[src/proc_config.svh]
// ~~~~~~~~~~~~~~~~~~~~
// Storage depths for the processor
// Memories are word arrays indexed by byte address bits above bit 0
// Depths must be powers of two
// ~~~~~~~~~~~~~~~~~~~~
`ifndef PROC_CONFIG_SVH
`define PROC_CONFIG_SVH

// Instruction memory, in 16-bit words
`define PROC_IMEM_WORDS 256

// Data memory, in 16-bit words
`define PROC_DMEM_WORDS 256

// Register file, must match the 3-bit register fields
`define PROC_NUM_REGS 8

`endif

[src/isaPkg.sv]
// ~~~~~~~~~~~~~~~~~~~~
// Instruction set of the reduced 16-bit core
// Opcodes not listed in opcodeT are illegal
// ~~~~~~~~~~~~~~~~~~~~
package isaPkg;

   // Opcode field, bits 15..11
   typedef enum logic [4:0] {
      opHalt  = 5'b00000,
      opJ     = 5'b00100,  // PC+2 + simm11
      opJr    = 5'b00101,  // Rs + simm8
      opJal   = 5'b00110,  // Links PC+2 into r7
      opAddi  = 5'b01000,
      opAndni = 5'b01011,  // Rs & ~zimm5
      opBeqz  = 5'b01100,
      opBnez  = 5'b01101,
      opSt    = 5'b10000,  // mem[Rs + simm5] = Rt field
      opLd    = 5'b10001,
      opLbi   = 5'b11000,  // Rs = simm8
      opAlu   = 5'b11011   // R-format, op in funct
   } opcodeT;

   // R-format operation, bits 1..0
   typedef enum logic [1:0] {
      fnAdd = 2'b00,
      fnSub = 2'b01,  // Rs minus Rt
      fnXor = 2'b10,
      fnAnd = 2'b11
   } functT;

   // Field view of one instruction word
   // Immediates overlay the low bits, so blocks slice the packed word for them
   typedef struct packed {
      opcodeT      opcode;  // 15..11
      logic [2:0]  rs;      // 10..8
      logic [2:0]  rt;      // 7..5, also I-format destination
      logic [2:0]  rd;      // 4..2, R-format destination
      functT       funct;   // 1..0
   } instrT;

endpackage

[src/ctrlPkg.sv]
// ~~~~~~~~~~~~~~~~~~~~
// Control word and trace types
// One ctrlT per instruction, all fields are plain levels
// ~~~~~~~~~~~~~~~~~~~~
package ctrlPkg;

   typedef enum logic [2:0] {
      aluAdd, aluSub, aluAnd, aluAndn, aluXor, aluPassA
   } aluOpT;

   typedef enum logic [1:0] {
      immS5, immZ5, immS8, immS11  // s = sign extend, z = zero extend
   } immSelT;

   typedef enum logic [1:0] {
      wbAlu, wbMem, wbPc2
   } wbSrcT;

   typedef enum logic [1:0] {
      dstRd, dstRt, dstRs, dstR7
   } destSelT;

   typedef enum logic [1:0] {
      pcSelNext, pcSelBranch, pcSelJmpRel, pcSelJmpReg
   } pcSelT;

   typedef struct packed {
      logic    regWrite;
      destSelT destSel;
      immSelT  immSel;
      logic    useImm;    // ALU B is immExt, else Rt
      aluOpT   aluOp;
      logic    memEn;
      logic    memWr;
      wbSrcT   wbSrc;
      pcSelT   pcSel;     // Branch only when taken
   } ctrlT;

   // Register write seen by the outside world
   typedef struct packed {
      logic        wrEn;
      logic [2:0]  wrReg;
      logic [15:0] wrData;
   } traceT;

endpackage

[src/execute.sv]
// ~~~~~~~~~~~~~~~~~~~~
// Combinational ALU with zero and sign flags
// No shifts, no carry out
// ~~~~~~~~~~~~~~~~~~~~
`timescale 1ns/1ps
`default_nettype none

module execute import isaPkg::*, ctrlPkg::*; (
   input  instrT        instr,
   input  ctrlT         ctrl,
   input  logic [15:0]  rsVal,
   input  logic [15:0]  rtVal,
   input  logic [15:0]  immExt,
   output logic [15:0]  aluOut,
   output logic         zero,
   output logic         sign
);

   logic [15:0] opA;
   logic [15:0] opB;

   // LBI names its dest in Rs, so A is forced to zero and ADD passes the imm
   assign opA = (instr.opcode == opLbi) ? 16'd0 : rsVal;
   assign opB = ctrl.useImm ? immExt : rtVal;

   always_comb begin
      case (ctrl.aluOp)
         aluAdd:  aluOut = opA + opB;  // Also ST/LD address
         aluSub:  aluOut = opA - opB;
         aluAnd:  aluOut = opA & opB;
         aluAndn: aluOut = opA & ~opB;
         aluXor:  aluOut = opA ^ opB;
         default: aluOut = opA;        // PASSA, Rs for the branch test
      endcase
   end

   // Flags feed branch resolution in control
   assign zero = (aluOut == 16'd0);
   assign sign = aluOut[15];

endmodule
`default_nettype wire

[config.mk]
export PLATFORM = sky130hd
export DESIGN_NAME = execute
export DESIGN_NICKNAME = d
export VERILOG_FILES = /design/src/proc_config.svh /design/src/isaPkg.sv /design/src/ctrlPkg.sv /design/src/execute.sv
export SDC_FILE = /design/constraint.sdc
export NUM_CORES = 1
export LEC_CHECK = 0
export BUFFER_PORTS_ARGS = -buffer_cell sky130_fd_sc_hd__clkbuf_2
export CAP_MARGIN = 40
export CELL_PAD_IN_SITES_DETAIL_PLACEMENT = 0
export CELL_PAD_IN_SITES_GLOBAL_PLACEMENT = 2
export CORE_AREA = 2 2 100 102
export DETAILED_ROUTE_END_ITERATION = 10
export DIE_AREA = 0 0 102 104
export GPL_ROUTABILITY_DRIVEN = 0
export PLACE_DENSITY = 0.75
export SYNTH_ARGS = -nofsm -noshare
export SYNTH_HDL_FRONTEND = slang
export SYNTH_SLANG_ARGS = --single-unit
[constraint.sdc]
create_clock -name vclk -period 5.4
set_clock_uncertainty 0.2 [all_clocks]
set_input_delay 0.54 -clock vclk [all_inputs]
set_output_delay 0.54 -clock vclk [all_outputs]
set_load 0.02 [all_outputs]
# ---- After elaboration in Yosys (flattened, before gate mapping)
# Cells that the tools add are included.
# W data, S select, Z words.
dict set report totals {
  input_bits 79
  wordCells 16
  reg_bits 0
}
dict set report classes {
  bitwise 4
  addsub 2
  n_mux 3
  reduce_logical 2
  eq_ne 5
}
# operator n
set op_table {}
lappend op_table {{$pmux W16 S5} 1}
lappend op_table {{$and A16 B16 Y16} 2}
lappend op_table {{$mux W16} 2}
lappend op_table {{$add A16 B16 Y16} 1}
lappend op_table {{$logic_not A16 Y1} 1}
lappend op_table {{$not A16 Y16} 1}
lappend op_table {{$sub A16 B16 Y16} 1}
lappend op_table {{$xor A16 B16 Y16} 1}
lappend op_table {{$eq A3 B2 Y1 const B} 2}
lappend op_table {{$eq A5 B5 Y1 const B} 1}
lappend op_table {{$eq A3 B1 Y1 const B} 1}
lappend op_table {{$eq A3 B3 Y1 const B} 1}
lappend op_table {{$logic_not A3 Y1} 1}

# ---- Longest topological paths before layout
# Gate-level depths: netlist of the first run.
dict set report depth {
  ltp_word 5
  mapped_depth 17
}

# ---- Least setup slack after synthesis of the first run
# Ideal clock, no wire load.
dict set report synth_timing {
  kind {input-to-output}
  from {input port ctrl[6] (netlist name)}
  to {output port zero}
  path_buffers 3
  required_time_ns 4.660
  cell_stages 15
  t_arrival_ns 5.005
  slack_ns -0.345
  cell_sequence {clkbuf_1 buf_1 buf_1 nand2_1 o21ai_0 xnor2_1 ha_1 nor3_2 or3b_4 a22oi_4 mux2i_1 or4_4 or2_0 or4_1 nor4bb_1}
}
dict set report synth_via {
  elab_chain_len 3
  elab_cells_between_ends 7
  classes_between {4 x eq/ne; 1 x mux; 2 x reduce/logical}
}
# item line
set synth_rtl {}
lappend synth_rtl {{start, declared} execute.sv:10} ;# input ctrlT ctrl,
lappend synth_rtl {{$eq A3 B3 Y1, or another cell as far along} execute.sv:27} ;# case (ctrl.aluOp)
lappend synth_rtl {{$pmux W16 S5 *} execute.sv:27}
lappend synth_rtl {{via aluOut[10]} execute.sv:14} ;# output logic [15:0] aluOut,
lappend synth_rtl {{$logic_not A16 Y1 *} execute.sv:38} ;# assign zero = (aluOut == 16'd0);
lappend synth_rtl {{end, declared} execute.sv:15} ;# output logic zero,
# Mark *: on every way through the listed nets, which the timed path passes. The rest lies on a longest branch.

# ---- Worst setup path in the final report of the first run
dict set report layout_timing {
  from {input port ctrl[9] (netlist name)}
  to {output port zero}
}
dict set report layout_via {
  elab_chain_len 5
  elab_cells_between_ends 9
  classes_between {2 x add/sub; 2 x mux; 4 x bitwise; 1 x reduce/logical}
}
# item line
set layout_rtl {}
lappend layout_rtl {{$mux W16 *} execute.sv:24} ;# assign opB = ctrl.useImm ? immExt : rtVal;
lappend layout_rtl {{parallel branches: the longest is 2 deep, another holds $sub A16 B16 Y16} n/a}
lappend layout_rtl {{$pmux W16 S5 *} execute.sv:27}
lappend layout_rtl {{$logic_not A16 Y1 *} execute.sv:38}
# Mark *: on every way between the ends.

==> results of run 1 <==
## what timing repair did
item	CTS	global route
setup buffers	0	0
setup endpoints to repair	1	1
resized for setup	1	14
pin swaps	0	1
## worst max-delay path, stage by stage
cell and delay (ns):
clkbuf_4 0.21, mux2_2 0.37, inv_1 0.06, ha_1 0.17, a21oi_1 0.10, xor2_1 0.25
ha_1 0.25, nor3_2 0.07, or3b_4 0.41, a22oi_4 0.22, mux2i_1 0.10, or4_4 0.53
or2_0 0.23, or4_4 0.51, nor4bb_4 0.26, buf_4 0.17
## through the flow
stage                     instances  util, %
after floorplan                 319        -
after global routing            565     32.0
after global placement          565     31.6
final                           565     32.0
after detailed placement        565     31.6
after CTS                       565     31.6
## power breakdown
group          internal [mW]  total (mW)  switching, mW  leakage (nW)
Clock                      0           0              0             0
Sequential                 0           0              0             0
Combinational          0.210       0.453          0.243          1.48
Total                  0.210       0.453          0.243          1.48
## metal layers
| metal | track usage [%] | wire length, µm |
|---|---|---|
| met5 | 0 | 0 |
| met4 | 1.62 | 108 |
| met3 | 0.269 | 310 |
| met2 | 27.2 | 3800 |
| met1 | 19.6 | 3730 |
## layout make-up
cell class	count	area, µm²	area share [%]
Inverter	15	56.3	1.84
Multi-Input combinational cell	289	2050	67.1
Tap cell	133	166	5.44
Timing Repair Buffer	128	782	25.6
## cells in the mapped netlist, drive strengths merged, types with 2 or more instances
library cell / instances
a21boi: 3
nor4: 2
and3: 5
a221o: 3
o21ai: 31
mux2: 2
nor2: 23
a221oi: 2
a22o: 2
nand2b: 3
o221ai: 2
nand2: 31
and2: 10
nor2b: 2
clkbuf: 10
nand3: 4
mux2i: 20
or3: 3
o22ai: 3
or4: 3
nor3: 14
or2: 5
a21o: 5
a21oi: 28
xor2: 13
a31oi: 5
xnor2: 20
buf: 5
nand3b: 3
ha: 16
inv: 15
o211ai: 2
a2111oi: 2
## cells in the final DEF (no fill, tap or decap), drive strengths merged, types with 2 or more instances in the layout
cell type	Yosys	final
a2111oi	2	2
a21boi	3	3
a21o	5	5
a21oi	28	28
a221o	3	3
a221oi	2	2
a22o	2	2
a31oi	5	5
and2	10	10
and3	5	5
buf	5	54
clkbuf	10	74
ha	16	16
inv	15	15
mux2	2	2
mux2i	20	20
nand2	31	31
nand2b	3	3
nand3	4	4
nand3b	3	3
nor2	23	23
nor2b	2	2
nor3	14	14
nor4	2	2
o211ai	2	2
o21ai	31	31
o221ai	2	2
o22ai	3	3
or2	5	5
or3	3	3
or4	3	3
xnor2	20	20
xor2	13	13
## kinds of logic (layout without fill, tap and decap cells)
logic type / after synthesis / count (layout) / synth area share, %
AOI/OAI and AO/OA: 101 / 101 / 31.3
xor gates and xnor gates: 33 / 33 / 13.6
adders and majority gates: 17 / 17 / 10.4
buffers and inverters: 30 / 143 / 5.61
muxes: 22 / 22 / 10.5
and+or+nand+nor: 116 / 116 / 28.6
## path summary, 6_finish.rpt
path | start | slack [ns] | depth (start not counted) | to
hold / removal | rsVal[0] | 1.31 | 4 | aluOut[0]
setup / recovery | ctrl[9] | 0.19 | 16 | zero
==> impl_results.md, run 1 <==
- # nets final: 530
- Seq/Total Area, Yosys: 0%
- Critical Setup Path Class: in2out
- Status: complete, no violations
- Maximum vdd drop: 0.0627 mV
- Top cells by area, synth: ha_1, mux2i_1, xnor2_1, o21ai_0, a21oi_1
- Post-CTS Hold Fix Bufs: 0
- Max Cap Viol: 0
- DR WL/cell: 14.1 µm
- Slew HR: 59.6%
- Initial antenna violation count: 0
- Detail Route Antenna Nets: 0
- Syn Area/Cell: 6.65 µm²
- DRC viols: 0
- Net count after synthesis: 415
- DR vias/cell: 4.87
- Cell Area, Placed: 3010 µm²
- Synth area leader: ha_1
- Starting density of the core: 22.2%
- Fin Setup TNS: 0 ns
- Fillers: 1,111
- Min cycle time layout: 5.21 ns
- Placeable Area: 9550 µm²
- First-pass GRT wire length: 13,100 µm
- # IOs: 97
- Setup Slack @ Placement: -0.0119 ns
- Total power: 453 µW
- Final max-slew violation count: 0
- GRT Util Overall: 14.8%
- Synthesized area: 2120 µm²
- Final setup vio count: 0
- FFs & Latches: 0
- Fmax: 192 MHz
- Largest net degree at the start of global routing: 25
- Diode count: 0
- Setup ws final: 0.189 ns
- Endpoints failing hold: 0
- Routed wire length: 7950 µm
- Finished Cell Area: 3060 µm²
- HP Class: in2out
- Vias in the first global route: 2,814
- Die Wd: 102 µm
- Layout cells sized above 1: 34.0%
- Die Ht: 104 µm
- Crit. End Element: primary output
- Top cell type's share of synthesized area: 9.44%
- Rows: 36
- Fin crit share: 96.5%
- Layout area overhead: 44.2%
- Hold slack: 1.31 ns
- Detailed Routing Iterations Pass 1: 4
- Pwr per Cell Area: 148 nW/µm²
- Worst-path fanout max: 9
- Worst EP required: 4.66 ns
- Worst Tran Pin Value: 0.605 ns
- Vias: 2,753
- IO buf count: 75
- Die Area: 10,600 µm²
- Type of origin of the critical path: primary input
- Distinct cells, synth: 62
- Cells after Synth: 319
- Unrepaired setup endpoints after global routing: no
- DR iter-0 viols: 72
- Clk_buf instances: 0
- Storage cell area: 0 µm²
- Worst Path Arrival: 4.47 ns
- Grt ovf: 0
- Syn. warnings: 0
- HPWL after DPL: 6800 µm
- Pleak: 1.48 nW
Note: power is estimated with default switching activity, not from simulation.
==> run 2: changes to the inputs <==
--- a/config.mk
+++ b/config.mk
@@ -5,15 +5,16 @@
 export SDC_FILE = /design/constraint.sdc
 export NUM_CORES = 1
 export LEC_CHECK = 0
+export ABC_AREA = 1
 export BUFFER_PORTS_ARGS = -buffer_cell sky130_fd_sc_hd__clkbuf_2
 export CAP_MARGIN = 40
 export CELL_PAD_IN_SITES_DETAIL_PLACEMENT = 0
 export CELL_PAD_IN_SITES_GLOBAL_PLACEMENT = 2
-export CORE_AREA = 2 2 100 102
+export CORE_AREA = 2 2 113 115
 export DETAILED_ROUTE_END_ITERATION = 10
-export DIE_AREA = 0 0 102 104
+export DIE_AREA = 0 0 115 117
 export GPL_ROUTABILITY_DRIVEN = 0
-export PLACE_DENSITY = 0.75
+export PLACE_DENSITY = 0.74
 export SYNTH_ARGS = -nofsm -noshare
 export SYNTH_HDL_FRONTEND = slang
 export SYNTH_SLANG_ARGS = --single-unit
==> run 2 against run 1 <==
Die area up 27%. Cell area decreased by 1.3%. Cell count grew 30%. Hold slack improved by 0.081 ns. Critical path depth up 8. Largest power group unchanged.
==> impl_results.md, run 2 <==
- Clock network fraction of design power: 0%
- CP max stage cell: ha_1
- Largest net degree at the start of global routing: 16
- Most common cell type on the critical path: nand2_1
- Starting density of the core: 20.3%
- Min cycle time layout: 4.62 ns
- Syn. warnings: 0
- Status: complete, no violations
- Distinct cells, synth: 37
- First-pass GRT wire length: 14,400 µm
- Seq pwr share: 0%
- Storage cell area: 0 µm²
- Worst Tran Pin Value: 0.684 ns
- FFs & Latches: 0
- Largest delay share family, worst path: simple AND/OR/NAND/NOR gates
- IO buf count: 75
- Placeable Area: 12,300 µm²
- Synth area leader: nand2_1
- Crit. End Element: primary output
- Type of origin of the critical path: primary input
- Detailed Routing Iterations Pass 1: 5
- DR vias/cell: 4.31
- Final setup vio count: 0
- Endpoints failing hold: 0
- Die Ht: 117 µm
- Max Cap Viol: 0
- Rows: 41
- NetSw: 243 µW
- Top cell type's share of synthesized area: 25.2%
- Worst path max stage delay: 0.35 ns
- Clk_buf instances: 0
- Routed wire length: 9040 µm
- Cells along the critical path: clkbuf_2 -> o21ai_0 -> ha_1 -> inv_1 -> nor3_2 -> nand3_1 -> nor2_1 -> nand2_1 -> nand2_1 -> o21ai_1 -> xor2_1 -> ha_1 -> inv_1 -> nor3_1 -> and2_1 -> nand2_1 -> nand4_1 -> nand3_1 -> nand3_1 -> nand2_1 -> nand2_1 -> nand3_1 -> nor2_1 -> clkbuf_2
- Die Wd: 115 µm
- DR WL/cell: 12.3 µm
- Layout cells sized above 1: 19.0%
- Fin Setup TNS: 0 ns
- Worst-path fanout max: 9
- Synthesized area: 2500 µm²
- # nets final: 683
- Post-CTS Hold Fix Bufs: 0
- Fmax: 217 MHz
- HP Class: in2out
- Syn Area/Cell: 4.86 µm²
- Hold slack: 1.39 ns
- Diode count: 0
- Int Pwr: 129 µW
- Die Area: 13,500 µm²
- Fillers: 1,476
- Pleak: 1.91 nW
- Cell Area, Placed: 3020 µm²
- Commonest cells post-synth: nand2_1, inv_1, nor2_1, nand3_1, o21ai_0
- Most common cell after layout, fill and taps aside: nand2_1
- Vias in the first global route: 2,963
- Worst EP required: 4.66 ns
- Comb pwr share: 100.0%
- # IOs: 97
- Detail Route Antenna Nets: 0
- Top cells by area, synth: nand2_1, inv_1, nand3_1, ha_1, nor2_1
- Cells after Synth: 515
- Post_cts resized: 0
- Maximum vdd drop: 0.0325 mV
- Critical Setup Path Class: in2out
- Area occupied by multi-input gates: 2010 µm²
- Net count after synthesis: 611
- DR iter-0 viols: 132
- Vias: 3,171
- Worst Path Arrival: 3.88 ns
- HPWL after DPL: 7970 µm
- Final max-slew violation count: 0
- Switching Share: 65.3%
- Count leader, synth: nand2_1
- Setup Fix Bufs, Post-CTS: 0
- Initial antenna violation count: 0
- DRC viols: 0
- Seq/Total Area, Yosys: 0%
- Pwr per Cell Area: 123 nW/µm²
- GRT Util Overall: 13.2%
- Fin crit share: 85.5%
- Slew HR: 54.2%
- Finished Cell Area: 3020 µm²
- CP Buf/Inv Count: 4
- Most frequent cells in the layout: nand2_1, inv_1, clkbuf_2, nor2_1, nand3_1
- Grt ovf: 0
- Unrepaired setup endpoints after global routing: no
- Layout area overhead: 20.5%
run 2: cell types whose count changed in the layout (fill, tap and decap cells not counted), moves of 17 or more:
cell     before  now
nor2_1       22   50
nand3_1       4   49
nand2_2       0   17
buf_4        53    3
inv_1        15  104
nand2_1      31  168
xnor2_1      20    1
run 2: cell type report:
cell class                 instances  share of cell area, %
inverter                         109                   13.6
multi-input combinational        397                   66.6
timing repair buffer              79                   13.7
tap                              150                   6.22
run 2: cell families after synthesis:
family          count (synthesis)  share of synthesized area, %
buf+inv                       118                          19.8
xor+xnor                       14                          4.90
fa+ha+maj                      17                          8.79
simple gates                  307                          53.3
compound gates                 59                          13.2
run 2: stage by stage:
stage               setup slack [ns]  instances  utilization (%)  power (mW)
detailed placement             0.754        735             24.5       0.372
finish                         0.782        735             24.5       0.372
global placement               0.746        734             24.4       0.368
floorplan                       1.26        515                -       0.268
global route                   0.318        735             24.5       0.423
CTS                            0.747        735             24.5       0.373
run 2: worst paths after layout:
kind	from	end	slack, ns	depth (start not counted)
setup / recovery	ctrl[9]	zero	0.78	24
hold / removal	rsVal[11]	aluOut[11]	1.39	5
run 2: worst min-delay path, stage by stage:
cell and delay [ns]:
clkbuf_2 0.08, nand2_1 0.07, nand3_1 0.07, nand3_1 0.11, clkbuf_2 0.18
run 2: per-layer routing:
layer  part of all wire, %  vias up  GRT usage [%]  wire length (µm)
met5                     0        -              0                 0
met4                  0.83        0          0.884                75
met3                   4.0        2          0.360               359
met2                    46       67           24.1              4200
met1                    49     1365           18.2              4400
li1                      -     1737              -                 -
run 2: power groups by stage:
stage                     Combinational, mW  Clock [mW]  Sequential (mW)
after floorplan                       0.268           0                0
after global placement                0.368           0                0
after global routing                  0.423           0                0
final                                 0.372           0                0
after detailed placement              0.372           0                0
after CTS                             0.373           0                0
